[src/logic/mem_path_consts.svh]
`ifndef MEM_PATH_CONSTS_SVH
`define MEM_PATH_CONSTS_SVH

// bus and data widths
`define ADDR_W 32
`define DATA_W 64
`define STRB_W 8

// memory depth in 64-bit words
`define MEM_WORDS 512

// access size codes
`define SIZE_B 2'd0
`define SIZE_H 2'd1
`define SIZE_W 2'd2
`define SIZE_D 2'd3

// bus response codes
`define RESP_OKAY 2'd0
`define RESP_SLVERR 2'd2

`endif

[src/logic/mem_path_pkg.sv]
`include "mem_path_consts.svh"

package mem_path_pkg;

	// plain vectors with a meaning
	typedef logic [`ADDR_W-1:0] addr_t;
	typedef logic [`DATA_W-1:0] data_t;
	typedef logic [`STRB_W-1:0] strb_t;
	typedef logic [1:0] mem_size_t;
	typedef logic [1:0] resp_t;
	// byte lane inside one word
	typedef logic [2:0] lane_t;

	// bus master
	typedef enum logic [1:0] {
		ms_idle,
		ms_read_wait,
		ms_write_wait
	} master_state_t;

	// slave read and write sides
	typedef enum logic {
		sr_idle,
		sr_respond
	} sram_rd_state_t;

	typedef enum logic {
		sw_idle,
		sw_respond
	} sram_wr_state_t;

endpackage

[src/logic/lsu_align.sv]
`timescale 1ns/100ps
`include "mem_path_consts.svh"

module lsu_align import mem_path_pkg::*; (
	input logic clk,
	input logic rst,
	input logic cmd_valid,
	input logic cmd_write,
	input mem_size_t cmd_size,
	input logic cmd_unsigned,
	input addr_t cmd_addr,
	input data_t cmd_wdata,
	output logic busy,
	input logic a_take,
	output logic a_valid,
	output logic a_write,
	output addr_t a_addr,
	output strb_t a_strb,
	output data_t a_wdata,
	output lane_t a_lane,
	output mem_size_t a_size,
	output logic a_unsigned,
	output logic a_misaligned
);

	logic accept;
	logic misaligned;
	strb_t base_strb;
	lane_t lane;

	// full while an entry sits here and the master leaves it
	assign busy = a_valid && !a_take;
	assign accept = cmd_valid && !busy;
	assign lane = cmd_addr[2:0];

	// low address bits against the access size
	always_comb begin
		case (cmd_size)
			`SIZE_B: begin
				misaligned = 1'b0;
				base_strb = 8'h01;
			end
			`SIZE_H: begin
				misaligned = cmd_addr[0];
				base_strb = 8'h03;
			end
			`SIZE_W: begin
				misaligned = |cmd_addr[1:0];
				base_strb = 8'h0f;
			end
			default: begin
				misaligned = |cmd_addr[2:0];
				base_strb = 8'hff;
			end
		endcase
	end

	// entry valid flag
	always_ff @(posedge clk) begin
		if (rst) begin
			a_valid <= 1'b0;
		end else if (accept) begin
			a_valid <= 1'b1;
		end else if (a_take) begin
			a_valid <= 1'b0;
		end
	end

	// entry payload, loaded on acceptance only
	always_ff @(posedge clk) begin
		if (accept) begin
			a_write <= cmd_write;
			a_addr <= {cmd_addr[`ADDR_W-1:3], 3'b000};
			// strobe and data moved up to the lane
			a_strb <= base_strb << lane;
			a_wdata <= cmd_wdata << {lane, 3'b000};
			a_lane <= lane;
			a_size <= cmd_size;
			a_unsigned <= cmd_unsigned;
			a_misaligned <= misaligned;
		end
	end

endmodule

[config.mk]
export PLATFORM = sky130hd
export DESIGN_NAME = lsu_align
export DESIGN_NICKNAME = d
export VERILOG_FILES = /design/src/logic/mem_path_pkg.sv /design/src/logic/lsu_align.sv
export VERILOG_INCLUDE_DIRS = /design/src /design/src/logic
export SDC_FILE = /design/constraint.sdc
export NUM_CORES = 1
export LEC_CHECK = 0
export BUFFER_PORTS_ARGS = -buffer_cell sky130_fd_sc_hd__buf_2
export CORE_ASPECT_RATIO = 0.6
export CORE_MARGIN = 1.5
export CORE_UTILIZATION = 23
export CTS_CLUSTER_SIZE = 12
export DETAILED_ROUTE_END_ITERATION = 7
export GPL_ROUTABILITY_DRIVEN = 1
export PLACE_DENSITY = 0.49
export SLEW_MARGIN = 20
export SYNTH_ARGS = -nofsm -noshare
export SYNTH_HDL_FRONTEND = slang
export SYNTH_SLANG_ARGS = --single-unit
[constraint.sdc]
create_clock -name clk -period 6.3 [get_ports clk]
set_input_delay 1.26 -clock clk [delete_from_list [all_inputs] [get_ports clk]]
set_output_delay 1.26 -clock clk [all_outputs]
set_load 0.03 [all_outputs]
# Word-level counts from Yosys, hierarchy flattened
# Cells that the tools add are included.
dict set report totals {
  ff_bits 110
  latchBits 0
  mem_bits_rw 0
  rom_bits 0
  inputBits 104
  output_inout_bits 114
  n_memories 0
}
dict set report classes {
  n_addsub 0
  mul 0
  div_mod_pow 0
  magnitude_cmp 0
  eq_ne 2
  n_shift 2
  muxes 4
  bitwise_logic 0
  reduce_logical 8
}
# op count
set op_table {}
lappend op_table {{64-bit by 6-bit left shift with 64-bit output} 1}
lappend op_table {{8-bit case mux with 3 select lines} 1}
lappend op_table {{8-bit by 3-bit left shift with 8-bit output} 1}
lappend op_table {{1-bit case mux with 3 select lines} 1}
lappend op_table {{3-bit OR reduction} 1}
lappend op_table {{2-bit by 1-bit == test with 1-bit output, second input constant} 1}
lappend op_table {{2-bit == test, second input constant} 1}
lappend op_table {{1-bit logical AND} 2}
lappend op_table {{1-bit zero test} 2}
lappend op_table {{2-bit zero test} 1}
lappend op_table {{1-bit two-way mux} 2}
lappend op_table {{2-bit nonzero test} 1}
lappend op_table {{2-bit OR reduction} 1}

# Logic depth before layout (Yosys ltp)
dict set report depth {
  word_depth 5
  depth_mapped 6
  ltp_nobuf 3
}

# Least setup slack after synthesis
# Ideal clock, no wire load.
dict set report synth_timing {
  path_type {input to register}
  from {input port a_take}
  to {register a_addr[10] (enable)}
  setup_time_ns 0.589
  t_arrival_ns 6.226
  setup_slack_ns -0.514
  cell_stages 2
  n_path_buf 0
  cell_sequence {nor2b_1 nor2b_1}
}
dict set report synth_via {
  elab_chain_len 4
}
# item line_no
set synth_lines {}
lappend synth_lines {{start: declaration} lsu_align.sv:14} ;# input logic a_take,
lappend synth_lines {{1-bit zero test} lsu_align.sv:32} ;# assign busy = a_valid && !a_take;
lappend synth_lines {{1-bit logical AND} lsu_align.sv:32}
lappend synth_lines {{1-bit zero test} lsu_align.sv:33} ;# assign accept = cmd_valid && !busy;
lappend synth_lines {{1-bit logical AND} lsu_align.sv:33}
lappend synth_lines {{named net accept} lsu_align.sv:26} ;# logic accept;
lappend synth_lines {{end signal: assignment} lsu_align.sv:73} ;# a_addr <= {cmd_addr[`ADDR_W-1:3], 3'b000};
lappend synth_lines {{end: declaration} lsu_align.sv:17} ;# output addr_t a_addr,
# The timed path passes the listed nets, and every way through them passes these cells.
# A chain may end at the register's enable or synchronous reset.

# Worst setup path in the final report
dict set report layout_timing {
  from {input port a_take}
  to {output port busy}
}
dict set report layout_via {
  elab_chain_len 2
}
# item line_no
set layout_lines {}
lappend layout_lines {{1-bit zero test} lsu_align.sv:32}
lappend layout_lines {{1-bit logical AND} lsu_align.sv:32}
lappend layout_lines {{end: declaration} lsu_align.sv:13} ;# output logic busy,
# No other way between the ends.

==> summary.log <==
[clock_network] root buffer cell sky130_fd_sc_hd__clkbuf_16
[yosys] number of enable flip-flop cells after synthesis 109
[detailed_routing] Initial DRC Count 143
[clock_network] number of buffers inserted during clock tree synthesis 9
[detailed_routing] met1 routed wirelength after detailed routing 7.44 mm
[detailed_routing] highest routed layer met5
[yosys] Mapped Area 5320 um2
[yosys] cell accounting for the most synthesized area sky130_fd_sc_hd__edfxtp_1
[critical_path] cell with the largest stage delay on the worst path sky130_fd_sc_hd__buf_2
[sta] Slew headroom 32.1%
[yosys] total of warnings raised by yosys 0
[final_layout] proportion of layout cells with a drive suffix above 1 45.2%
[power_and_ir_drop] maximum resistive drop on vdd 0.143 mV
[yosys] number of unique standard cell types used by synthesis 40
[clock_network] clock net sink count 110
[critical_path] buffering stage count on the worst path with inverters included 2
[min_path] Hold Path Class flip-flop to flip-flop
[global_routing] total overflow reported by the global router 0
[clock_network] clock-pin slew of the registers on the worst-case setup and hold paths 80 ps
[yosys] commonest register cell after synthesis sky130_fd_sc_hd__edfxtp_1
[global_routing] number of antenna violations at the first check in global routing 2
[global_routing] number of global-route vias before repair 3909
[critical_path] endpoint of the lowest-slack register-to-register path a_wdata[31]$_SDFFCE_PP0P_
[min_path] beginning of the worst hold path a_valid$_SDFFE_PP0P_
[placement] HPWL after detailed placement 11.3 mm
[critical_path] delay of the slowest critical-path stage 260 ps
[detailed_routing] routed via count 4008
[power_and_ir_drop] Power per Cell Area 270 nW/um2
[clock_network] count of hold-fix buffers inserted at cts 0
[clock_network] buffer count from post-CTS setup fixing 0
[yosys] top cell type's share of synthesized area 61.6%
[detailed_routing] routed length on met2 6.90 mm
[global_routing] pin count of the biggest net entering global routing 78
[critical_path] logic depth of the worst register-to-register path 3
[power_and_ir_drop] total power consumption of the routed design 1.86 mW
[sta] Worst-Margin Slew 1020 ps
[sta] worst setup skew after layout 11.7 ps
[sta] RSZ-0062 raised after global routing no
[critical_path] kind of cell adding the most delay to the critical path buffers and inverters
[die] total die area 24100 um2
[outcome] outcome completed
[detailed_routing] vias per cell 4.49
[sta] Period minus WS final 3130 ps
[placement] port buffer count 214
[die] starting density of the core 23.8%
[yosys] largest cells by area after synthesis sky130_fd_sc_hd__edfxtp_1 (62%), sky130_fd_sc_hd__mux2i_1 (8.7%), sky130_fd_sc_hd__mux2_2 (4.2%)
[die] Die Wd 199 um
[die] Row Count 42
[critical_path] CP max FO 3
[critical_path] cell breakdown of the critical path buf_2 > nor2b_1 > buf_2
[critical_path] kind of start point of the critical path input pin
[yosys] flops & latches, synth 110
[min_path] end point of the most critical hold path a_valid$_SDFFE_PP0P_
[final_layout] nets 683
[critical_path] kind of end point of the critical path primary output
[final_layout] most common cell after layout, fill and taps aside sky130_fd_sc_hd__buf_2
[die] Die H 121 um
[die] floorplan core area 22400 um2
[clock_network] Worst-Skew Late Latency 360 ps
[critical_path] worst r2r src a_valid$_SDFFE_PP0P_
[clock_network] clock tree from TritonCTS built
[final_layout] share of the core filled with cells in the final layout 30.8%
[critical_path] Worst Setup Path Type input pin to primary output
[sta] number of endpoints with negative hold slack in the final report 0
[placement] RePlAce Congestion 0.784
[final_layout] most frequent cells in the layout sky130_fd_sc_hd__buf_2 (213), sky130_fd_sc_hd__edfxtp_1 (109), sky130_fd_sc_hd__mux2i_1 (46)
[yosys] mean post-synth cell area 14.0 um2
[final_layout] Area growth syn-to-layout 29.5%
[sta] Total Negative Setup Slacks 0 ps
[global_routing] total track usage 13.0%
[sta] Fmax achieved 0.320 GHz
[clock_network] maximum count of clock buffers along a single path 2
[yosys] synthesized instance count 381
[min_path] Worst Hold Depth 3
[flow_run] Max-Cap Viols 0
[critical_path] most prevalent standard cell on the critical path sky130_fd_sc_hd__buf_2
[critical_path] slack of the worst reg-to-reg path 4160 ps
[global_routing] wire length of the first global-routing pass 22.9 mm
[critical_path] arrival time worst endpoint 1870 ps
[detailed_routing] average wire per standard cell 17.8 um
[yosys] fraction of registers with async set or reset after synthesis 0%
[clock_network] maximum level of the CTS H-tree 3
[sta] final count of pins violating max slew 0
[detailed_routing] antenna-violating nets left 0
[critical_path] endpoint required time on the critical path 5040 ps
[sta] worst hold margin 647 ps
[yosys] Seq/Total Area, Yosys 61.9%
[clock_network] count of cells resized by post-cts repair 0
[die] number of top-level design ports 218
[detailed_routing] final wirelength 15.9 mm
[sta] final setup violating endpoints 0
[power_and_ir_drop] static leakage 2.82 nW
[detailed_routing] DR pass1 iterations 5
[sta] Tcrit/Tclk final 49.6%
[detailed_routing] amount of wire on met3 after detailed routing 1.38 mm
[detailed_routing] final routed DRC violation total 0
==> stage by stage <==
| stage | area, um2 | instances | setup WS, ps |
|---|---|---|---|
| floorplan | 5330 | 383 | 1570 |
| global placement | 6570 | 876 | 2920 |
| detailed placement | 6570 | 876 | 2830 |
| CTS | 6880 | 892 | 3170 |
| global route | 6880 | 892 | 3100 |
| finish | 6890 | 893 | 3170 |
==> power breakdown <==
group / switching [mW] / internal, mW
combinational: 0.238 / 0.114
clock: 0.274 / 0.351
sequential: 0.0159 / 0.868
==> worst reg2reg max path, delay by kind of cell (launching register included) <==
family                 cells  cell delay (ps)
and+or+nand+nor            2              820
DFF                        1              310
buffers and inverters      1              610
==> how the worst max path moves through the flow <==
stage / cells past startpoint / start / to
after floorplan: 2 / a_take / a_addr[10]$_DFFE_PP_
after global placement: 5 / cmd_addr[1] / a_wdata[52]$_DFFE_PP_
after detailed placement: 5 / cmd_addr[1] / a_wdata[50]$_DFFE_PP_
after CTS: 3 / a_take / busy
after global routing: 5 / cmd_addr[1] / a_wdata[50]$_DFFE_PP_
final: 3 / a_take / busy
==> cells by family after synthesis <==
family / Yosys count / synth area share, %
compound gates: 80 / 11.1
buf+inv: 37 / 5.22
flops: 110 / 61.9
mux: 67 / 13.2
other cells: 1 / 0.0705
simple gates: 86 / 8.47
==> registers in the layout (all words and copies together), names as in the netlist <==
register	cells
a_strb	8
a_wdata	64
a_valid	1
a_size	2
a_misaligned	1
a_lane	3
a_addr	29
a_write	1
a_unsigned	1
==> cell usage after synthesis, types with 2 or more instances <==
master,count
sky130_fd_sc_hd__nand3_1,7
sky130_fd_sc_hd__nand2_1,7
sky130_fd_sc_hd__edfxtp_1,109
sky130_fd_sc_hd__a211oi_1,15
sky130_fd_sc_hd__mux2i_1,46
sky130_fd_sc_hd__mux2_2,20
sky130_fd_sc_hd__o21a_1,8
sky130_fd_sc_hd__clkbuf_1,5
sky130_fd_sc_hd__buf_6,9
sky130_fd_sc_hd__and2_1,10
sky130_fd_sc_hd__o21ai_0,11
sky130_fd_sc_hd__o221ai_2,2
sky130_fd_sc_hd__nand2b_1,9
sky130_fd_sc_hd__inv_1,2
sky130_fd_sc_hd__buf_4,8
sky130_fd_sc_hd__buf_2,11
sky130_fd_sc_hd__a221oi_1,7
sky130_fd_sc_hd__a211oi_2,2
sky130_fd_sc_hd__o21ai_1,2
sky130_fd_sc_hd__or2_2,2
sky130_fd_sc_hd__nor2_1,29
sky130_fd_sc_hd__a2bb2oi_1,7
sky130_fd_sc_hd__nor2b_1,12
sky130_fd_sc_hd__a31oi_1,6
sky130_fd_sc_hd__nand3b_1,6
sky130_fd_sc_hd__o221ai_1,4
sky130_fd_sc_hd__a21oi_1,6
sky130_fd_sc_hd__o22ai_1,4
sky130_fd_sc_hd__a21o_1,2
sky130_fd_sc_hd__o22a_1,3
==> per-layer routing <==
metal | vias to the layer above | GRT usage, %
li1 | 1850 | -
met1 | 1954 | 17.9
met2 | 188 | 19.4
met3 | 14 | 4.46
met4 | 2 | 3.41
met5 | - | 0
==> cell type report <==
class                   instances  area [um2]
diodes                          1        2.50
clock buffers                  11         233
clock inverters                 5        82.6
fillers                      2306       15500
inverters                       2        7.51
multi-input cells             236        1760
flip-flops and latches        110        3290
well taps                     308         385
repair buffers                220        1120
Note: power is estimated with default switching activity, not from simulation.
