--- src/logic/mem_path_consts.svh ---
`ifndef MEM_PATH_CONSTS_SVH
`define MEM_PATH_CONSTS_SVH

// bus and data widths
`define ADDR_W 32
`define DATA_W 64
`define STRB_W 8

// memory depth in 64-bit words
`define MEM_WORDS 512

// access size codes
`define SIZE_B 2'd0
`define SIZE_H 2'd1
`define SIZE_W 2'd2
`define SIZE_D 2'd3

// bus response codes
`define RESP_OKAY 2'd0
`define RESP_SLVERR 2'd2

`endif

--- src/logic/mem_path_pkg.sv ---
`include "mem_path_consts.svh"

package mem_path_pkg;

	// plain vectors with a meaning
	typedef logic [`ADDR_W-1:0] addr_t;
	typedef logic [`DATA_W-1:0] data_t;
	typedef logic [`STRB_W-1:0] strb_t;
	typedef logic [1:0] mem_size_t;
	typedef logic [1:0] resp_t;
	// byte lane inside one word
	typedef logic [2:0] lane_t;

	// bus master
	typedef enum logic [1:0] {
		ms_idle,
		ms_read_wait,
		ms_write_wait
	} master_state_t;

	// slave read and write sides
	typedef enum logic {
		sr_idle,
		sr_respond
	} sram_rd_state_t;

	typedef enum logic {
		sw_idle,
		sw_respond
	} sram_wr_state_t;

endpackage

--- src/logic/load_extract.sv ---
`timescale 1ns/100ps
`include "mem_path_consts.svh"

module load_extract import mem_path_pkg::*; (
	input logic clk,
	input logic rst,
	input logic m_valid,
	input data_t m_rdata,
	input logic m_err,
	input logic m_write,
	input lane_t m_lane,
	input mem_size_t m_size,
	input logic m_unsigned,
	output logic res_valid,
	output data_t res_data,
	output logic res_err
);

	data_t shifted;
	data_t extended;

	// bring the addressed lane down to bit 0
	assign shifted = m_rdata >> {m_lane, 3'b000};

	// sign or zero fill by size
	always_comb begin
		case (m_size)
			`SIZE_B: begin
				extended = {{56{shifted[7] & ~m_unsigned}}, shifted[7:0]};
			end
			`SIZE_H: begin
				extended = {{48{shifted[15] & ~m_unsigned}}, shifted[15:0]};
			end
			`SIZE_W: begin
				extended = {{32{shifted[31] & ~m_unsigned}}, shifted[31:0]};
			end
			default: begin
				extended = shifted;
			end
		endcase
	end

	always_ff @(posedge clk) begin
		if (rst) begin
			res_valid <= 1'b0;
		end else begin
			res_valid <= m_valid;
		end
	end

	// stores and errors return zero
	always_ff @(posedge clk) begin
		if (m_valid) begin
			res_data <= (m_write || m_err) ? '0 : extended;
			res_err <= m_err;
		end
	end

endmodule

--- config.mk ---
export PLATFORM = sky130hd
export DESIGN_NAME = load_extract
export DESIGN_NICKNAME = d
export VERILOG_FILES = /design/src/logic/mem_path_pkg.sv /design/src/logic/load_extract.sv
export VERILOG_INCLUDE_DIRS = /design/src /design/src/logic
export SDC_FILE = /design/constraint.sdc
export NUM_CORES = 1
export LEC_CHECK = 0
export BUFFER_PORTS_ARGS = -buffer_cell sky130_fd_sc_hd__buf_2
export CORE_MARGIN = 1.5
export CORE_UTILIZATION = 46
export DETAILED_ROUTE_END_ITERATION = 12
export GPL_ROUTABILITY_DRIVEN = 0
export PLACE_DENSITY = 0.73
export SYNTH_ARGS = -nofsm -noshare
export SYNTH_HDL_FRONTEND = slang
export SYNTH_SLANG_ARGS = --single-unit
--- constraint.sdc ---
create_clock -name clk -period 2.87 [get_ports clk]
set_clock_uncertainty 0.15 [all_clocks]
set_input_delay 0.7175 -clock clk [delete_from_list [all_inputs] [get_ports clk]]
set_output_delay 0.7175 -clock clk [all_outputs]
set_load 0.005 [all_outputs]
## Yosys cells after proc, flatten, opt, wreduce, memory -nomap -nowiden

Cells that the tools add are included.

| word-level totals | value |
|---|---|
| flip-flop bits (word level) | 66 |
| bits of input ports | 75 |
| word-level logic and storage cells | 13 |

| operators by class | value |
|---|---|
| eq/ne operators | 2 |
| shifts and indexed selects | 1 |
| muxes and demuxes | 1 |
| bitwise operators | 4 |
| reduce and logical (&&, ||, !) cells | 2 |

Operators with widths:

| operator | count |
|---|---|
| 64-bit one-hot mux with 3 select lines | 1 |
| 64-bit by 6-bit >> shifter with 64-bit output | 1 |
| 1-bit bitwise AND | 3 |
| 2-bit by 1-bit == test with 1-bit output, second input constant | 1 |
| 2-bit == test, second input constant | 1 |
| 2-bit logical NOT | 1 |
| 1-bit logical OR | 1 |
| 1-bit NOT | 1 |

## Logic depth before layout (Yosys ltp)

Gate-level depths: netlist (run 1).

| logic depth | value |
|---|---|
| word-level depth | 3 |
| depth in mapped cells | 8 |
| mapped depth without buffers | 4 |

## Least setup slack after synthesis (run 1)

No wires, ideal clock.

| path | value |
|---|---|
| kind | input to register |
| start point | input m_lane[1] |
| end point | register res_data[37] (data pin) |
| setup time | 288 ps |
| data arrival time | 1916 ps |
| slack | 516 ps |
| stages | 7 |
| buffers on the path | 3 |
| cell sequence | buf_6 > mux2i_1 > o2bb2a_4 > nand4_1 > buf_4 > buf_6 > a41oi_2 |

| on the way | value |
|---|---|
| word-level cells in the longest chain between the ends | 3 |
| elaborated cells on any way between the ends | 5 |
| those cells by class | shift (1); mux (1); bitwise (3) |

Ends and longest elaborated chain:

| element | RTL line | RTL |
|---|---|---|
| start: declaration | load_extract.sv:11 | `input lane_t m_lane,` |
| 64-bit by 6-bit >> shifter with 64-bit output * | load_extract.sv:23 | `assign shifted = m_rdata >> {m_lane, 3'b000};` |
| 1-bit bitwise AND, on equally long branches | load_extract.sv:35, load_extract.sv:29, load_extract.sv:32 |  |
| 64-bit one-hot mux with 3 select lines * | load_extract.sv:27 | `case (m_size)` |
| end signal: assignment | load_extract.sv:54 | `res_data <= (m_write \|\| m_err) ? '0 : extended;` |
| end: declaration | load_extract.sv:15 | `output data_t res_data,` |

Mark *: on every way between the ends. The rest lies on a longest branch, timed or not.
A chain may end at the register's enable or synchronous reset.

## Worst setup path in the final report (run 1)

| path | value |
|---|---|
| start point | input m_lane[2] |
| end point | register res_data[36] (data pin) |

Same word-level chain as after synthesis.

==> out/results.tsv, run 1 <==
stage	metric	value	unit
floorplanning	start_util	47.9	%
floorplanning	die_area	11500	sq um
yosys	synth_top_area_share	39.1	%
power_and_ir_drop	p_sw	0.734	mW
clocking	cts_tree	built	
sta	fin_tns_setup	0	ns
yosys	syn_nets	488	
clocking	clk_pin_slew_worst_paths	0.08	ns
power_and_ir_drop	intPower	1.91	mW
sta	rsz0062_at_grt	no	
place	placed_area	5810	sq um
yosys	synth.area.top_cells	edfxtp_1 39%, mux4_2 11%, mux2i_1 8.4%, a41oi_2 6.2%, nand2_1 3.7%	
layout	fin_area	6030	sq um
worst_setup_path	cp.arrival	2.30	ns
sta	setup_viol	0	
sta	post-route-period-util	83.3	%
worst_setup_path	crit_path_start_kind	input port	
layout	nNetsFinal	612	
yosys	ys_async_sr_fraction	0	%
power_and_ir_drop	power_leakage	2.27	nW
drt	ant_nets	0	
yosys	netlist_area	4990	sq um
clocking	htree_levels	3	
layout	area_delta_synth_final	20.9	%
worst_setup_path	cp-end-kind	flip-flop	
yosys	synth_edf_count	65	
yosys	synth-seq-cells	66	
global_route	antenna_found_initial	0	
yosys	synthTopCellsByCount	65 x edfxtp_1, 49 x nand2_1, 42 x mux2i_1, 24 x mux4_2	
clocking	cts_buffers	9	
sta	fmax	419	MHz
worst_setup_path	worstPathMaxFanout	26	
sta	tightest_slew	0.634	ns
power_and_ir_drop	p_seq_share	43.6	%
global_route	grt.total_usage	24.5	%
sta	maxSlewHeadroom	57.7	%
floorplanning	ios	141	
yosys	synth.most_common_cell	edfxtp_1	
flow_run	max_cap_viol_count	0	
layout	post-route-util	57.9	%
yosys	ys_warn_count	0	
clocking	cts_resized	0	
sta	period_needed	2.39	ns
min_path	min_path_type	input port to flip-flop	
min_path	min_to	res_valid	
layout	n_antenna_cell	0	
power_and_ir_drop	irDropWorstVdd	0.219	mV
layout	drive_above_1_share	46.9	%
yosys	synth-seq-area-share	39.5	%
yosys	yosysUniqueCellTypes	44	
place	hpwl	10200	um
floorplanning	die_w	107	um
yosys	synth_area_per_cell	12.1	sq um
power_and_ir_drop	p_sw_share	27.8	%
power_and_ir_drop	p_clk_share	33.4	%
global_route	grt_max_degree	67	
drt	firstDrtPassIters	5	
power_and_ir_drop	combPwrFrac	23.0	%
yosys	synth_largest_area_cell	edfxtp_1	
layout	n_fill_cell	877	
sta	drv_slew	0	
global_route	first_global_vias	3920	
clocking	postCtsHoldBufs	0	
floorplanning	core	10400	sq um
drt	avgViaCountPerCell	6.15	
drt	drt-total-wl	13800	um
place	port_buffers	140	
worst_setup_path	cp_data_required_time	2.78	ns
min_path	hp-start	rst	
clocking	postCtsSetupBuffers	0	
min_path	hold_depth	2	
outcome	status	complete, no violations	
clocking	cts_buffer_depth	2	
drt	routedWlPerCell	20.4	um
yosys	synth_ff_type	edfxtp_1	
global_route	overflow	0	
clocking	numClockSinks	66	
drt	drt_iter0_drc	317	
floorplanning	row_count	37	
global_route	grt_pass1_wl	21400	um
floorplanning	die_y	107	um
drt	routed-via-count	4168	
worst_setup_path	worstSetupPathType	input port to flip-flop	
sta	hold_viol	0	
drt	drc	0	
power_and_ir_drop	powerDensity	438	nW/um^2
clocking	clock_tree.root_cell	clkbuf_8	
yosys	synth_cells	413	
## layer usage
metal / global-route usage [%] / up-vias / part of all wire [%]
met5: 0 / - / 0
met4: 10.7 / 0 / 2.6
met3: 3.71 / 37 / 7.6
met2: 37.9 / 238 / 47
met1: 34.2 / 2011 / 42
li1: - / 1882 / -
## layout by cell type, fill, tap and decap left out, drive strengths merged, types with 3 or more instances in the layout
cell,instances
inv,3
mux4,24
edfxtp,65
and3,8
o211ai,9
a41oi,32
o2bb2ai,8
a31oi,16
mux2,16
mux2i,42
nor2,11
o21bai,7
and2,8
nor2b,11
o21ai,13
nand2b,8
clkbuf,10
nand2,49
a21oi,15
buf,163
## area by class of cell
class	instances	area [sq um]	area share (%)
clock inverters	6	90.1	1.49
inverters	2	7.51	0.125
multi-input cells	295	2690	44.5
well taps	136	170	2.82
flip-flops and latches	66	1970	32.7
repair buffers	163	976	16.2
clock buffers	10	128	2.12
## cell families (layout without fill, tap and decap cells)
kind of cell	after synthesis	count (layout)	share of synthesized area (%)
compound gates	106	106	20.1
buf+inv	52	181	6.60
flops	66	66	39.5
mux	82	82	22.9
simple gates	107	107	10.9
## worst max path at each step
stage                     slack, ns  cells past startpoint      start           end
after floorplan                0.52                      7  m_lane[1]  res_data[37]
after global placement         0.16                      6  m_lane[2]  res_data[36]
after detailed placement       0.13                      6  m_lane[2]  res_data[20]
after CTS                      0.51                      6  m_lane[2]  res_data[20]
after global routing           0.36                      6  m_lane[2]  res_data[36]
final                          0.48                      6  m_lane[2]  res_data[36]
## through the flow
| stage | setup WS, ns | std cells | hold slack, ns | power, mW |
|---|---|---|---|---|
| after detailed placement | 0.133 | 662 | 0.727 | 1.77 |
| after CTS | 0.505 | 678 | 0.347 | 2.65 |
| final | 0.481 | 678 | 0.356 | 2.64 |
| after global placement | 0.162 | 662 | 0.723 | 1.76 |
| after global routing | 0.361 | 678 | 0.361 | 2.74 |
| after floorplan | 0.516 | 413 | 0.639 | 1.52 |
## power groups by stage
| stage | Sequential (mW) | Combinational [mW] | Clock [mW] |
|---|---|---|---|
| finish | 1.15 | 0.608 | 0.882 |
| global route | 1.16 | 0.650 | 0.934 |
| CTS | 1.15 | 0.602 | 0.896 |
| detailed placement | 1.17 | 0.599 | 0 |
| global placement | 1.17 | 0.587 | 0 |
| floorplan | 1.18 | 0.341 | 0 |
## flip-flops by register name (all words and copies together), names as in the netlist
name	count
res_data	64
res_err	1
res_valid	1
## worst max-delay path, stage by stage
cell and delay, ns:
buf_2 0.46, and2_1 0.25, o2bb2a_4 0.17, nand4_1 0.16
buf_4 0.33, a41oi_2 0.20
(Power assumes the default switching activity.)
==> run 2, diff against run 1 <==
==> constraint.sdc (replaced) <==
create_clock -name clk -period 2.4 [get_ports clk]
set_clock_uncertainty 0.15 [all_clocks]
set_input_delay 0.6 -clock clk [delete_from_list [all_inputs] [get_ports clk]]
set_output_delay 0.6 -clock clk [all_outputs]
set_load 0.005 [all_outputs]
==> run 2 against run 1 <==
Setup slack got worse by 0.22 ns. Routed wire length up 2.1%. Utilization up 3.0 points. Worst hold slack lost 0.11 ns. Combinational power up 30%. Sequential share of layout area is 1.6 points lower. Sequential power increased by 20%. Highest routed layer unchanged. Die area did not move. Critical path depth up 3.
==> out/results.tsv, run 2 (synthesis results as in run 1) <==
stage	metric	value	unit	change
outcome	status	complete, no violations		unchanged
power_and_ir_drop	irDropWorstVdd	0.258	mV	was 0.219 mV
sta	rsz0062_at_grt	no		unchanged
min_path	hp-start	rst		unchanged
clocking	cts_buffers	9		unchanged
clocking	postCtsSetupBuffers	0		unchanged
worst_setup_path	crit_path_start_kind	input port		unchanged
worst_setup_path	crit_path_cell_trace	buf_2, buf_4, buf_4, mux2i_1, nand3_1, nand4_1, buf_12, buf_12, a41oi_1		was buf_2, and2_1, o2bb2a_4, nand4_1, buf_4, a41oi_2
clocking	clock_tree.root_cell	clkbuf_8		unchanged
place	port_buffers	140		unchanged
floorplanning	ios	141		unchanged
layout	area_delta_synth_final	27.2	%	was 20.9%
layout	fin_area	6340	sq um	was 6030 sq um
sta	tightest_slew	0.578	ns	was 0.634 ns
floorplanning	start_util	47.9	%	unchanged
floorplanning	die_y	107	um	unchanged
worst_setup_path	worstSetupPathType	input port to flip-flop		unchanged
floorplanning	die_area	11500	sq um	unchanged
power_and_ir_drop	p_sw_share	29.7	%	was 27.8%
drt	avgViaCountPerCell	5.98		was 6.15
floorplanning	core	10400	sq um	unchanged
floorplanning	die_w	107	um	unchanged
global_route	antenna_found_initial	0		unchanged
global_route	grt_pass1_wl	21900	um	was 21400 um
place	hpwl	10600	um	was 10200 um
power_and_ir_drop	intPower	2.11	mW	was 1.91 mW
clocking	htree_levels	3		unchanged
layout	mostFrequentLayoutCells	139 x buf_2, 65 x edfxtp_1, 49 x nand2_1		unchanged
layout	largest_reg_flops	64		unchanged
global_route	overflow	0		unchanged
power_and_ir_drop	p_clk_share	28.0	%	was 33.4%
sta	drv_slew	0		unchanged
layout	n_fill_cell	858		was 877
drt	drt_iter0_drc	292		was 317
worst_setup_path	cpPeakStageDelay	0.30	ns	was 0.46 ns
drt	routedWlPerCell	19.8	um	was 20.4 um
worst_setup_path	critPathTopFamily	buffers and inverters		unchanged
clocking	clk_pin_slew_worst_paths	0.07	ns	was 0.08 ns
clocking	cts_tree	built		unchanged
worst_setup_path	cp_data_required_time	2.32	ns	was 2.78 ns
sta	period_needed	2.14	ns	
power_and_ir_drop	p_seq_share	45.8	%	was 43.6%
worst_setup_path	slowest_stage	mux2i_1		was buf_2
floorplanning	row_count	37		unchanged
drt	drc	0		unchanged
clocking	postCtsHoldBufs	0		unchanged
global_route	grt_max_degree	67		unchanged
sta	fmax	468	MHz	
power_and_ir_drop	powerDensity	474	nW/um^2	was 438 nW/um^2
global_route	grt.total_usage	25.3	%	was 24.5%
layout	top_register	res_data		unchanged
flow_run	max_cap_viol_count	0		unchanged
place	placed_area	6170	sq um	was 5810 sq um
clocking	numClockSinks	66		unchanged
sta	hold_viol	0		unchanged
clocking	cts_resized	0		unchanged
drt	ant_nets	0		unchanged
layout	nNetsFinal	647		was 612
power_and_ir_drop	combPwrFrac	26.2	%	was 23.0%
sta	post-route-period-util	89.1	%	
power_and_ir_drop	p_sw	0.894	mW	was 0.734 mW
drt	drt-total-wl	14100	um	was 13800 um
power_and_ir_drop	power_leakage	2.46	nW	was 2.27 nW
global_route	first_global_vias	4125		was 3920
clocking	cts_buffer_depth	2		unchanged
min_path	min_path_type	input port to flip-flop		unchanged
layout	final_common_cell	buf_2		unchanged
drt	routed-via-count	4262		was 4168
worst_setup_path	worstPathMaxFanout	18		was 26
worst_setup_path	cp-end-kind	flip-flop		unchanged
sta	maxSlewHeadroom	61.4	%	was 57.7%
sta	fin_tns_setup	0	ns	unchanged
layout	drive_above_1_share	50.1	%	was 46.9%
layout	top_regs	res_data: 64 flops, res_err: 1 flops, res_valid: 1 flops		unchanged
sta	setup_viol	0		unchanged
worst_setup_path	cp_num_buf_inv	5		was 2
worst_setup_path	critPathLaunch	m_lane[1]		was m_lane[2]
drt	firstDrtPassIters	5		unchanged
layout	n_antenna_cell	0		unchanged
worst_setup_path	cp.arrival	2.06	ns	was 2.30 ns
run 2: cell types whose count changed in the layout (fill, tap and decap cells not counted):
cell	before	now
clkinv_4	1	0
clkinvlp_4	1	3
buf_4	16	43
buf_12	8	16
clkinv_2	1	2
clkinv_1	0	1
bufinv_16	2	0
clkbuf_1	1	0
run 2: area by class of cell:
| type | instances | area [sq um] | share of cell area, % |
|---|---|---|---|
| clock buffers | 9 | 124 | 1.95 |
| clock inverters | 7 | 45.0 | 0.710 |
| inverters | 2 | 7.51 | 0.118 |
| multi-input cells | 295 | 2690 | 42.3 |
| flip-flops and latches | 66 | 1970 | 31.1 |
| well taps | 136 | 170 | 2.68 |
| repair buffers | 198 | 1340 | 21.1 |
run 2: power groups by stage:
stage / clock network, mW / logic [mW] / registers [mW]
finish: 0.841 / 0.789 / 1.38
global route: 0.892 / 0.842 / 1.39
global placement: 0 / 0.765 / 1.40
floorplan: 0 / 0.408 / 1.42
detailed placement: 0 / 0.780 / 1.40
CTS: 0.854 / 0.783 / 1.38
run 2: final timing paths:
check / end / slack (ns) / cells after the start
setup / recovery: res_data[55] / 0.26 / 9
hold / removal: res_valid / 0.25 / 2
run 2: metal layers:
layer | up-vias | GRT usage (%) | wire, um
met4 | 0 | 10.3 | 431
met5 | - | 0 | 0
li1 | 1954 | - | -
met3 | 31 | 5.78 | 1120
met1 | 2059 | 34.2 | 5900
met2 | 218 | 39.2 | 6640
run 2: through the flow:
step / instances / utilization [%] / hold slack [ns] / total power, mW / setup WS, ns
CTS: 713 / 60.9 / 0.235 / 3.01 / 0.262
detailed placement: 697 / 59.3 / 0.611 / 2.18 / -0.110
finish: 713 / 60.9 / 0.245 / 3.01 / 0.262
global route: 713 / 60.9 / 0.237 / 3.12 / 0.168
floorplan: 413 / - / 0.522 / 1.82 / 0.164
global placement: 697 / 59.3 / 0.605 / 2.17 / -0.0820
