--- config.mk ---
export PLATFORM = sky130hd
export DESIGN_NAME = axi_lite_master
export DESIGN_NICKNAME = d
export VERILOG_FILES = /design/src/logic/mem_path_pkg.sv /design/src/logic/axi_lite_master.sv
export VERILOG_INCLUDE_DIRS = /design/src /design/src/logic
export SDC_FILE = /design/constraint.sdc
export NUM_CORES = 1
export LEC_CHECK = 0
export BUFFER_PORTS_ARGS = -buffer_cell sky130_fd_sc_hd__buf_2
export CORE_AREA = 2 2 157 159
export CTS_BUF_LIST = sky130_fd_sc_hd__clkbuf_8
export DETAILED_ROUTE_END_ITERATION = 8
export DIE_AREA = 0 0 159 161
export GPL_ROUTABILITY_DRIVEN = 0
export PLACE_DENSITY = 0.62
export SLEW_MARGIN = 10
export SYNTH_ARGS = -nofsm -noshare
export SYNTH_HDL_FRONTEND = slang
export SYNTH_SLANG_ARGS = --single-unit
export TNS_END_PERCENT = 100
--- constraint.sdc ---
create_clock -name clk -period 3.2 [get_ports clk]
set_input_delay 0.64 -clock clk [delete_from_list [all_inputs] [get_ports clk]]
set_output_delay 0.64 -clock clk [all_outputs]
set_load 0.1 [all_outputs]
--- src/logic/mem_path_consts.svh ---
`ifndef MEM_PATH_CONSTS_SVH
`define MEM_PATH_CONSTS_SVH

// bus and data widths
`define ADDR_W 32
`define DATA_W 64
`define STRB_W 8

// memory depth in 64-bit words
`define MEM_WORDS 512

// access size codes
`define SIZE_B 2'd0
`define SIZE_H 2'd1
`define SIZE_W 2'd2
`define SIZE_D 2'd3

// bus response codes
`define RESP_OKAY 2'd0
`define RESP_SLVERR 2'd2

`endif

--- src/logic/mem_path_pkg.sv ---
`include "mem_path_consts.svh"

package mem_path_pkg;

	// plain vectors with a meaning
	typedef logic [`ADDR_W-1:0] addr_t;
	typedef logic [`DATA_W-1:0] data_t;
	typedef logic [`STRB_W-1:0] strb_t;
	typedef logic [1:0] mem_size_t;
	typedef logic [1:0] resp_t;
	// byte lane inside one word
	typedef logic [2:0] lane_t;

	// bus master
	typedef enum logic [1:0] {
		ms_idle,
		ms_read_wait,
		ms_write_wait
	} master_state_t;

	// slave read and write sides
	typedef enum logic {
		sr_idle,
		sr_respond
	} sram_rd_state_t;

	typedef enum logic {
		sw_idle,
		sw_respond
	} sram_wr_state_t;

endpackage

--- src/logic/axi_lite_master.sv ---
`timescale 1ns/100ps
`include "mem_path_consts.svh"

module axi_lite_master import mem_path_pkg::*; (
	input logic clk,
	input logic rst,
	input logic a_valid,
	input logic a_write,
	input addr_t a_addr,
	input strb_t a_strb,
	input data_t a_wdata,
	input lane_t a_lane,
	input mem_size_t a_size,
	input logic a_unsigned,
	input logic a_misaligned,
	output logic a_take,
	output logic arvalid,
	output addr_t araddr,
	input logic arready,
	input logic rvalid,
	input data_t rdata,
	input resp_t rresp,
	output logic rready,
	output logic awvalid,
	output addr_t awaddr,
	input logic awready,
	output logic wvalid,
	output data_t wdata,
	output strb_t wstrb,
	input logic wready,
	input logic bvalid,
	input resp_t bresp,
	output logic bready,
	output logic m_valid,
	output data_t m_rdata,
	output logic m_err,
	output logic m_write,
	output lane_t m_lane,
	output mem_size_t m_size,
	output logic m_unsigned
);

	master_state_t state;
	addr_t req_addr;

	// one entry at a time, only from idle
	assign a_take = a_valid && (state == ms_idle);

	// responses always accepted
	assign rready = 1'b1;
	assign bready = 1'b1;

	// both address channels share one register
	assign araddr = req_addr;
	assign awaddr = req_addr;

	always_ff @(posedge clk) begin
		if (rst) begin
			state <= ms_idle;
			arvalid <= 1'b0;
			awvalid <= 1'b0;
			wvalid <= 1'b0;
			m_valid <= 1'b0;
		end else begin
			m_valid <= 1'b0;
			case (state)
				ms_idle: begin
					if (a_take && a_misaligned) begin
						// no bus traffic, error straight downstream
						m_valid <= 1'b1;
					end else if (a_take && a_write) begin
						awvalid <= 1'b1;
						wvalid <= 1'b1;
						state <= ms_write_wait;
					end else if (a_take) begin
						arvalid <= 1'b1;
						state <= ms_read_wait;
					end
				end
				ms_read_wait: begin
					if (arready) begin
						arvalid <= 1'b0;
					end
					if (rvalid) begin
						m_valid <= 1'b1;
						state <= ms_idle;
					end
				end
				ms_write_wait: begin
					// slave takes both together
					if (awready) begin
						awvalid <= 1'b0;
					end
					if (wready) begin
						wvalid <= 1'b0;
					end
					if (bvalid) begin
						m_valid <= 1'b1;
						state <= ms_idle;
					end
				end
				default: begin
					state <= ms_idle;
				end
			endcase
		end
	end

	// request payload and the side info for the result stage
	always_ff @(posedge clk) begin
		if (a_take) begin
			req_addr <= a_addr;
			wdata <= a_wdata;
			wstrb <= a_strb;
			m_write <= a_write;
			m_lane <= a_lane;
			m_size <= a_size;
			m_unsigned <= a_unsigned;
			m_rdata <= '0;
			m_err <= a_misaligned;
		end else if (state == ms_read_wait && rvalid) begin
			m_rdata <= rdata;
			m_err <= (rresp != `RESP_OKAY);
		end else if (state == ms_write_wait && bvalid) begin
			m_err <= (bresp != `RESP_OKAY);
		end
	end

endmodule

# After elaboration in Yosys (flattened, before gate mapping)
# Cells that the tools add are included.
[word_totals]
inputBits = 188
reg_bits = 182
[op_classes]
n_reduce_logical = 15
n_eq_ne = 12
n_mux = 24
[op_table]
columns = ["op", "count"]
rows = [
  ["$ne 2x2->1 const B", 8],
  ["$mux 1", 14],
  ["$reduce_and 4->1", 3],
  ["$mux 2", 5],
  ["$reduce_bool 2->1", 4],
  ["$pmux 1 s2", 3],
  ["$pmux 2 s3", 1],
  ["$logic_and 1x1->1", 5],
  ["$reduce_and 5->1", 1],
  ["$ne 3x2->1 const B", 1],
  ["$pmux 1 s3", 1],
  ["$reduce_bool 3->1", 1],
  ["$eq 2x1->1 const B", 1],
  ["$eq 2x2->1 const B", 1],
  ["$logic_not 2->1", 1],
  ["$ne 2x1->1 const B", 1],
]

# Depth between registers and ports, before layout
# Gate-level depths: netlist of the first run.
[depth]
depth_word = 6
mapped_depth = 6
ltp_nobuf = 3

# Worst setup path after synthesis of the first run
# Ideal clock, no wire load.
[synth_timing]
path_type = "in2out"
startpoint = "in a_valid"
endpoint = "out a_take"
path_slack_ns = -0.082
required_ns = 2.560
stages = 2
n_path_buf = 1
arrival_time_ns = 2.642
cell_sequence = "nor3b_4 -> buf_2"
[synth_between]
elab_chain_cells = 1
[synth_rtl]
columns = ["item", "line_no", "rtl"]
rows = [
  ["start: declaration", "axi_lite_master.sv:7", "input logic a_valid,"],
  ["$logic_and 1x1->1", "axi_lite_master.sv:47", "assign a_take = a_valid && (state == ms_idle);"],
  ["end: declaration", "axi_lite_master.sv:16", "output logic a_take,"],
]
# No other way between the ends.

# Final worst setup path of the first run
[layout_timing]
startpoint = "reg state[1]"
endpoint = "out a_take"
[layout_between]
elab_chain_cells = 2
[layout_rtl]
columns = ["item", "line_no", "rtl"]
rows = [
  ["start: declaration", "axi_lite_master.sv:43", "master_state_t state;"],
  ["start signal: assignment", "axi_lite_master.sv:59", "state <= ms_idle;"],
  ["start signal: assignment", "axi_lite_master.sv:74", "state <= ms_write_wait;"],
  ["start signal: assignment", "axi_lite_master.sv:77", "state <= ms_read_wait;"],
  ["$logic_not 2->1", "axi_lite_master.sv:47", ""],
  ["$logic_and 1x1->1", "axi_lite_master.sv:47", ""],
]
# No other way between the ends.

==> results_dict.tcl, run 1 <==
set metrics [dict create \
    cts_inserted_buffers 17 \
    p_per_area_nw_per_um2 689 \
    floorplan.io_pins 403 \
    overflow 0 \
    finalHoldViolCount 0 \
    clock_tree.root_cell "sky130_fd_sc_hd__clkbuf_8" \
    setup_tns_ns 0 \
    grt.total_usage_pct 14.0 \
    synthDistinctLibCells 24 \
    grt_start_max_net_pins 180 \
    tightestPinTransition_ns 0.996 \
    num-fill-cells 2463 \
    hold_ws_ns 0.357 \
    firstDrtPassIters 5 \
    detail-route-antenna-nets 0 \
    route.final.wire_length_um 18700 \
    cts.htree.levels 4 \
    criticalPathCategory "reg -> out" \
    netlist_instances 465 \
    worst_slack_ns 0.860 \
    finalNetCount 1020 \
    biggest_fanout_along_the_worst_timing_path 10 \
    setup_viol 0 \
    floorplan.initialDensity_pct 25.9 \
    die_width_um 159 \
    holdCritPathClass "in -> reg" \
    final_util_pct 36.1 \
    drive_gt1_share_pct 52.0 \
    worst_clock_skew_ns 0.0161 \
    cts_tree "built" \
    run_status "completed" \
    antenna_violations_before_repair 2 \
    p_leak_nw 3.79 \
    maxCapViolCount 0 \
    route.detailed.drc 0 \
    cts_hold_buf 0 \
    timing_max_transition_violations_final 0 \
    seq_area_frac_synth_pct 76.8 \
    syn2layout_area_growth_pct 39.4 \
    cts-root-to-sink-buffers 2 \
    setup_repair_after_global_routing_missed_its_margin "false" \
    place_hpwl_um 13900 \
    insertedDiodeCount 0 \
    dr_total_vias 4795 \
    number_of_global_route_vias_before_repair 4588 \
    ys_seq_elements 182 \
    die_y_um 161 \
    floorplan.core_area_um2 24000 \
    clock-sinks 182 \
    placement.setup.worst_slack_ns 0.876 \
    layout_min_cycle_time_ns 2.34 \
    synthesis.area_um2 6200 \
    numPortBuffers 400 \
    grt_pass1_wl_um 27000 \
    clock_latency_ns 0.45 \
    layout_common_cells "sky130_fd_sc_hd__buf_2, sky130_fd_sc_hd__nand2_1, sky130_fd_sc_hd__edfxtp_1" \
    worst_vdd_ir_mv 0.212 \
    synth.avg_cell_area_um2 13.3 \
    cp.arrival_ns 1.70 \
    yosysWarningCount 0 \
    detail_route.wl_per_cell_um 16.0 \
    drtIter0Drc 243 \
    route.detailed.vias_per_inst 4.10 \
    ctsResizeCount 0 \
    path_clk_slew_ns 0.11 \
    cp-end-kind "primary output" \
    post-cts-setup-buffers 0 \
    critPathLaunchType "register" \
    timing.final.crit_share_pct 73.1 \
    cp.required_ns 2.56 \
    fmaxAchievable_ghz 0.427 \
    die_area_um2 25600 \
    rows 57 \
    max-slew-margin-rel_pct 33.6 \
    mostFrequentLayoutCell "sky130_fd_sc_hd__buf_2" \
]
## synth_stat cells, drive strengths merged
cell    instances  area share, %
nand2         133            8.0
edfxtp        112             54
dfxtp          70             23
a21oi          69            5.6
buf            54            6.6
clkbuf          3           0.18
nand3b          3           0.36
nor2            3           0.18
nor3            3           0.24
a211oi          2           0.24
nor2b           2           0.20
nor3b           2           0.42
a21bo           1           0.16
a21o            1           0.12
a221oi          1           0.24
and3b           1           0.14
conb            1          0.060
inv             1          0.060
nand2b          1           0.10
o21ai           1          0.081
o31ai           1           0.12
## critical path, cell delays in order, from the launching register on
cell                      delay [ns]
sky130_fd_sc_hd__dfxtp_1        0.42
sky130_fd_sc_hd__nor3b_4        0.29
sky130_fd_sc_hd__buf_2          0.53
## state kept, by name (all words and copies together), names as in the netlist, 2 cells and up
register  count
m_lane        3
state         2
m_rdata      64
wstrb         8
m_size        2
araddr       32
wdata        64
## worst paths after layout
kind                                 start                       end  slack, ns  cells after the start
hold / removal                  a_addr[22]      araddr[22]$_DFFE_PN_       0.36                      1
setup reg to reg     state[1]$_SDFFE_PP0P_       wdata[33]$_DFFE_PN_       1.25                      2
hold reg to reg   m_rdata[28]$_SDFFE_PN0P_  m_rdata[28]$_SDFFE_PN0P_       0.46                      2
setup / recovery     state[1]$_SDFFE_PP0P_                    a_take       0.86                      2
## cells by family (layout without fill, tap and decap cells)
group                  Yosys count  count (layout)  share of synthesized area (%)
other                            1               2                         0.0605
AND/OR/NAND/NOR                148             148                           9.70
AO/OA/AOI/OAI                   76              76                           6.54
flip-flops                     182             182                           76.8
buffers and inverters           58             437                           6.88
## metal layers
layer	wire length, um	GRT usage [%]
met1	7670	16.5
met2	9420	24.4
met3	1500	5.11
met4	144	3.60
met5	13	0
## through the flow
step                cell area, um2  total power [mW]  instances
floorplan                     6210              4.17        466
global placement              8250              4.45       1137
detailed placement            8250              4.45       1137
CTS                           8640              6.04       1169
global route                  8640              6.18       1169
finish                        8640              5.96       1169
## power by group
group | internal (mW) | leakage [nW] | total (mW) | switching (mW)
logic | 0.225 | 1.94 | 1.68 | 1.46
registers | 2.66 | 1.65 | 2.71 | 0.0526
clock network | 0.652 | 0.199 | 1.57 | 0.914
## final cells by class
| class | instances | area [um2] | share of cell area, % |
|---|---|---|---|
| Clock buffer | 17 | 234 | 2.71 |
| Clock inverter | 15 | 164 | 1.90 |
| Inverter | 1 | 3.75 | 0.0434 |
| Multi-Input combinational cell | 226 | 1020 | 11.8 |
| Sequential cell | 182 | 4760 | 55.1 |
| Tap cell | 324 | 405 | 4.69 |
| Timing Repair Buffer | 404 | 2060 | 23.8 |
Note: power is estimated with default switching activity, not from simulation.
==> run 2: changes to the inputs <==
clock period = 2.26 ns   (was 3.2 ns; I/O delays follow)
==> results_dict.tcl, run 2 (synthesized netlist as in run 1, its figures left out) <==
set metrics [dict create \
    die_y_um 161 \
    multi_input_comb_area_um2 1020 \
    cp-end-kind "primary output" \
    route.detailed.drc 0 \
    rows 57 \
    floorplan.core_area_um2 24000 \
    num-fill-cells 2408 \
    fmaxAchievable_ghz 0.496 \
    finalNetCount 1026 \
    run_status "completed" \
    placement.setup.worst_slack_ns 0.545 \
    setup_repair_after_global_routing_missed_its_margin "false" \
    numPortBuffers 400 \
    cp.arrival_ns 1.56 \
    grt.total_usage_pct 14.2 \
    mostFrequentLayoutCell "sky130_fd_sc_hd__buf_2" \
    cp_cell_sequence "nor3b_4 > buf_12 > buf_12" \
    critPathLaunchType "register" \
    path_clk_slew_ns 0.11 \
    post-cts-setup-buffers 0 \
    route.detailed.vias_per_inst 4.07 \
    path_buf_inv 2 \
    maxCapViolCount 0 \
    setup_tns_ns 0 \
    cts.htree.levels 4 \
    kind_of_cell_adding_the_most_delay_to_the_critical_path "flip-flops" \
    worst_slack_ns 0.245 \
    holdPathEnd "wvalid$_SDFFE_PP0P_" \
    r2r-end "wdata[23]$_DFFE_PN_" \
    cts_hold_buf 0 \
    layout_min_cycle_time_ns 2.02 \
    timing.rr.start "state[1]$_SDFFE_PP0P_" \
    seqCellArea_um2 4760 \
    syn2layout_area_growth_pct 40.8 \
    worst_vdd_ir_mv 0.312 \
    detail_route.wl_per_cell_um 16.1 \
    insertedDiodeCount 0 \
    crit_path_frequent_cell "sky130_fd_sc_hd__buf_12" \
    criticalPathCategory "reg -> out" \
    place_hpwl_um 14000 \
    number_of_global_route_vias_before_repair 4672 \
    p_leak_nw 3.83 \
    worst_clock_skew_ns 0.0172 \
    crit_path_start "state[1]$_SDFFE_PP0P_" \
    dr_total_vias 4780 \
    timing_max_transition_violations_final 0 \
    cp.required_ns 1.81 \
    overflow 0 \
    floorplan.io_pins 403 \
    firstDrtPassIters 4 \
    biggest_fanout_along_the_worst_timing_path 15 \
    tightestPinTransition_ns 0.539 \
    layout_common_cells "sky130_fd_sc_hd__buf_2, sky130_fd_sc_hd__nand2_1, sky130_fd_sc_hd__edfxtp_1" \
    grt_pass1_wl_um 27400 \
    setup_viol 0 \
    timing.final.crit_share_pct 89.2 \
    clock-sinks 182 \
    r2r_slack_ns 0.64 \
    finalHoldViolCount 0 \
    r2r.worst_path.cells 3 \
    cts_tree "built" \
    post-route-cell-area_um2 8730 \
    die_area_um2 25600 \
    min_from "wready" \
    route.final.wire_length_um 18800 \
    die_width_um 159 \
    whs_path_depth 2 \
    critical-path-slowest-cell "sky130_fd_sc_hd__dfxtp_1" \
    ctsResizeCount 0 \
    detail-route-antenna-nets 0 \
    postPlaceCellArea_um2 8330 \
    floorplan.initialDensity_pct 25.9 \
    clock_latency_ns 0.44 \
    cts_inserted_buffers 17 \
    drive_gt1_share_pct 52.4 \
    antenna_violations_before_repair 2 \
    max-slew-margin-rel_pct 64.3 \
    max_stage_delay_on_crit_path_ns 0.42 \
    p_per_area_nw_per_um2 971 \
    cts-root-to-sink-buffers 2 \
    clock_tree.root_cell "sky130_fd_sc_hd__clkbuf_8" \
    holdCritPathClass "in -> reg" \
    grt_start_max_net_pins 66 \
    drtIter0Drc 225 \
]
==> run 2: cell types whose count changed in the layout (fill, tap and decap cells not counted), sizes merged <==
cell | before | now
buf | 404 | 410
clkinv | 7 | 6
==> run 2: layout make-up <==
type                       instances  area share (%)
clock inverter                    14            1.89
multi-input combinational        226            11.6
clock buffer                      17            2.68
inverter                           1          0.0430
tap                              324            4.64
timing repair buffer             410            24.5
sequential                       182            54.6
==> run 2: layer usage <==
metal / track usage, % / share of wire [%]
met5: 0 / 0.069
met4: 4.34 / 1.2
met3: 4.98 / 8.1
met2: 24.2 / 50
met1: 16.9 / 41
==> run 2: how the worst max path moves through the flow <==
stage	endpoint	cells after the start	slack [ns]
2_1_floorplan	a_take	2	0.06
3_3_place_gp	wdata[47]$_DFFE_PN_	4	0.57
3_5_place_dp	araddr[22]$_DFFE_PN_	4	0.55
4_1_cts	a_take	3	0.19
5_1_grt	a_take	3	0.12
6_report	a_take	3	0.24
==> run 2: where the power goes <==
group	leakage [nW]	internal [mW]	switching [mW]
Combinational	1.99	0.343	2.07
Clock	0.199	0.925	1.30
Sequential	1.65	3.76	0.0800
Total	3.83	5.03	3.45
==> run 2: through the flow <==
stage	hold WS, ns	instances	power [mW]	util, %
floorplan	0.518	466	5.91	-
global placement	0.439	1143	6.33	34.8
detailed placement	0.443	1143	6.33	34.8
CTS	0.121	1174	8.59	36.4
global route	0.120	1174	8.79	36.4
finish	0.173	1174	8.48	36.4
==> run 3: changes to the inputs <==
--- a/config.mk
+++ b/config.mk
@@ -7,9 +7,10 @@
 export NUM_CORES = 1
 export LEC_CHECK = 0
+export ABC_AREA = 1
 export BUFFER_PORTS_ARGS = -buffer_cell sky130_fd_sc_hd__buf_2
-export CORE_AREA = 2 2 157 159
+export CORE_AREA = 2 2 158 160
 export CTS_BUF_LIST = sky130_fd_sc_hd__clkbuf_8
 export DETAILED_ROUTE_END_ITERATION = 8
-export DIE_AREA = 0 0 159 161
+export DIE_AREA = 0 0 160 162
 export GPL_ROUTABILITY_DRIVEN = 0
 export PLACE_DENSITY = 0.62
==> constraint.sdc (replaced) <==
create_clock -name clk -period 2.26 [get_ports clk]
set_input_delay 0.452 -clock clk [delete_from_list [all_inputs] [get_ports clk]]
set_output_delay 0.452 -clock clk [all_outputs]
set_load 0.02 [all_outputs]
==> results_dict.tcl, run 3 <==
set metrics [dict create \
    insertedDiodeCount 0 \
    holdCritPathClass "in -> reg" \
    cts_hold_buf 0 \
    floorplan.core_area_um2 24100 \
    yosysTopAreaCellShare_pct 52.9 \
    post-route-cell-area_um2 8810 \
    grt_start_max_net_pins 75 \
    setup_repair_after_global_routing_missed_its_margin "false" \
    yosysWarningCount 0 \
    run_status "completed" \
    clock_latency_ns 0.46 \
    cp.required_ns 1.81 \
    die_area_um2 25900 \
    criticalPathCategory "reg -> out" \
    cts-root-to-sink-buffers 2 \
    synth_largest_area_cell "sky130_fd_sc_hd__edfxtp_1" \
    mostFrequentLayoutCell "sky130_fd_sc_hd__buf_2" \
    ys_seq_elements 182 \
    drive_gt1_share_pct 51.3 \
    synth_compound_gate_area_share_pct 5.75 \
    die_y_um 162 \
    route.final.wire_length_um 20600 \
    seq_area_frac_synth_pct 75.0 \
    detail-route-antenna-nets 0 \
    post-cts-setup-buffers 0 \
    finalNetCount 1046 \
    grt.total_usage_pct 15.1 \
    route.detailed.drc 0 \
    cts.htree.levels 4 \
    detail_route.wl_per_cell_um 17.3 \
    setup_viol 0 \
    floorplan.io_pins 403 \
    rows 57 \
    firstDrtPassIters 4 \
    postSynth.asyncResetShare_pct 0 \
    antenna_violations_before_repair 0 \
    synth-xor-area-share_pct 0 \
    fmaxAchievable_ghz 0.509 \
    synth-simple-area-share_pct 11.2 \
    synthDistinctLibCells 19 \
    synth_top_cells_by_area "sky130_fd_sc_hd__edfxtp_1, sky130_fd_sc_hd__dfxtp_1, sky130_fd_sc_hd__nand3_1" \
    edff_count_synth 112 \
    synth_top_family_by_area "simple AND/OR/NAND/NOR gates" \
    layout_min_cycle_time_ns 1.96 \
    timing.final.crit_share_pct 86.9 \
    postPlaceCellArea_um2 8420 \
    overflow 0 \
    numPortBuffers 400 \
    synthesis.area_um2 6350 \
    synth.mux.area_fraction_pct 0 \
    dr_total_vias 5084 \
    finalHoldViolCount 0 \
    netlist_instances 492 \
    cp.arrival_ns 1.51 \
    worst_vdd_ir_mv 0.294 \
    floorplan.initialDensity_pct 26.4 \
    critPathLaunchType "register" \
    maxCapViolCount 0 \
    die_width_um 160 \
    totalPowerFinal_mw 7.13 \
    clock-sinks 182 \
    route.detailed.vias_per_inst 4.26 \
    number_of_global_route_vias_before_repair 4916 \
    drtIter0Drc 250 \
    cts_inserted_buffers 17 \
    cts_tree "built" \
    synth_flop_cell "sky130_fd_sc_hd__edfxtp_1" \
    timing_max_transition_violations_final 0 \
    clock_tree.root_cell "sky130_fd_sc_hd__clkbuf_8" \
    cp-end-kind "primary output" \
    biggest_fanout_along_the_worst_timing_path 7 \
    grt_pass1_wl_um 29300 \
    synth.avg_cell_area_um2 12.9 \
    num-fill-cells 2492 \
    ctsResizeCount 0 \
    place_hpwl_um 15200 \
    syn2layout_area_growth_pct 38.6 \
    yosys.cell_count.top_type "sky130_fd_sc_hd__edfxtp_1" \
    yosys.area_share.adder_pct 0 \
    layout_common_cells "sky130_fd_sc_hd__buf_2, sky130_fd_sc_hd__edfxtp_1, sky130_fd_sc_hd__nand2_1" \
    path_clk_slew_ns 0.11 \
    synth_common_cells "sky130_fd_sc_hd__edfxtp_1, sky130_fd_sc_hd__nand2_1, sky130_fd_sc_hd__nand3_1, sky130_fd_sc_hd__a21oi_1, sky130_fd_sc_hd__dfxtp_1" \
    setup_tns_ns 0 \
    p_per_area_nw_per_um2 810 \
    p_leak_nw 3.89 \
    worst_clock_skew_ns 0.0164 \
]
## run 3: cell types whose count changed after synthesis, sizes merged, moves of 3 or more
cell    before  now
inv          1   14
nor3         3    0
buf         54   58
nand3b       3    0
nand2      133   81
nand3        0   73
## run 3: report_power, final
group          total [mW]  switching [mW]  internal [mW]
clock                2.21            1.37          0.840
combinational        1.08           0.726          0.351
sequential           3.84          0.0747           3.77
## run 3: per-layer routing
metal  global-route usage (%)  vias to the layer above  wire length, um
met5                        0                        -                0
met4                     5.36                        0              404
met3                     4.83                       23             1720
met2                     25.9                      251            10400
met1                     17.7                     2401             8110
li1                         -                     2409                -
## run 3: kinds of logic after synthesis
group / Yosys count
buffers and inverters: 76
AOI/OAI and AO/OA: 73
DFF: 182
and+or+nand+nor: 160
other: 1
## run 3: metrics by stage
step                      setup slack (ns)  cells  utilization, %  hold slack [ns]
after global routing                 0.150   1194            36.5            0.116
after global placement               0.694   1163            34.9            0.433
after floorplan                      0.249    493               -            0.517
after CTS                            0.237   1194            36.5            0.122
after detailed placement             0.647   1163            34.9            0.435
final                                0.295   1194            36.5            0.162
## run 3: worst max-delay path, cell delays in order, from the launching register on
cell and delay, ns:
sky130_fd_sc_hd__dfxtp_1 0.37, sky130_fd_sc_hd__nor2_2 0.23, sky130_fd_sc_hd__nand2_2 0.14, sky130_fd_sc_hd__inv_6 0.11, sky130_fd_sc_hd__buf_2 0.22
## run 3: worst paths after layout
path	from	endpoint	slack, ns	cells past startpoint
worst max-delay path	state[1]$_SDFFE_PP0P_	a_take	0.30	4
worst min-delay path	a_wdata[44]	wdata[44]$_DFFE_PN_	0.16	1
worst max register to register	state[1]$_SDFFE_PP0P_	araddr[15]$_DFFE_PN_	0.68	4
worst min register to register	wvalid$_SDFFE_PP0P_	wvalid$_SDFFE_PP0P_	0.45	2
## run 3: final cells by class
class                   count  area, um2  area share, %
flip-flops and latches    182       4760           54.1
repair buffers            408       2110           24.0
clock inverters            14        150           1.71
well taps                 324        405           4.60
inverters                  14       57.6          0.654
clock buffers              17        234           2.66
multi-input cells         235       1080           12.3
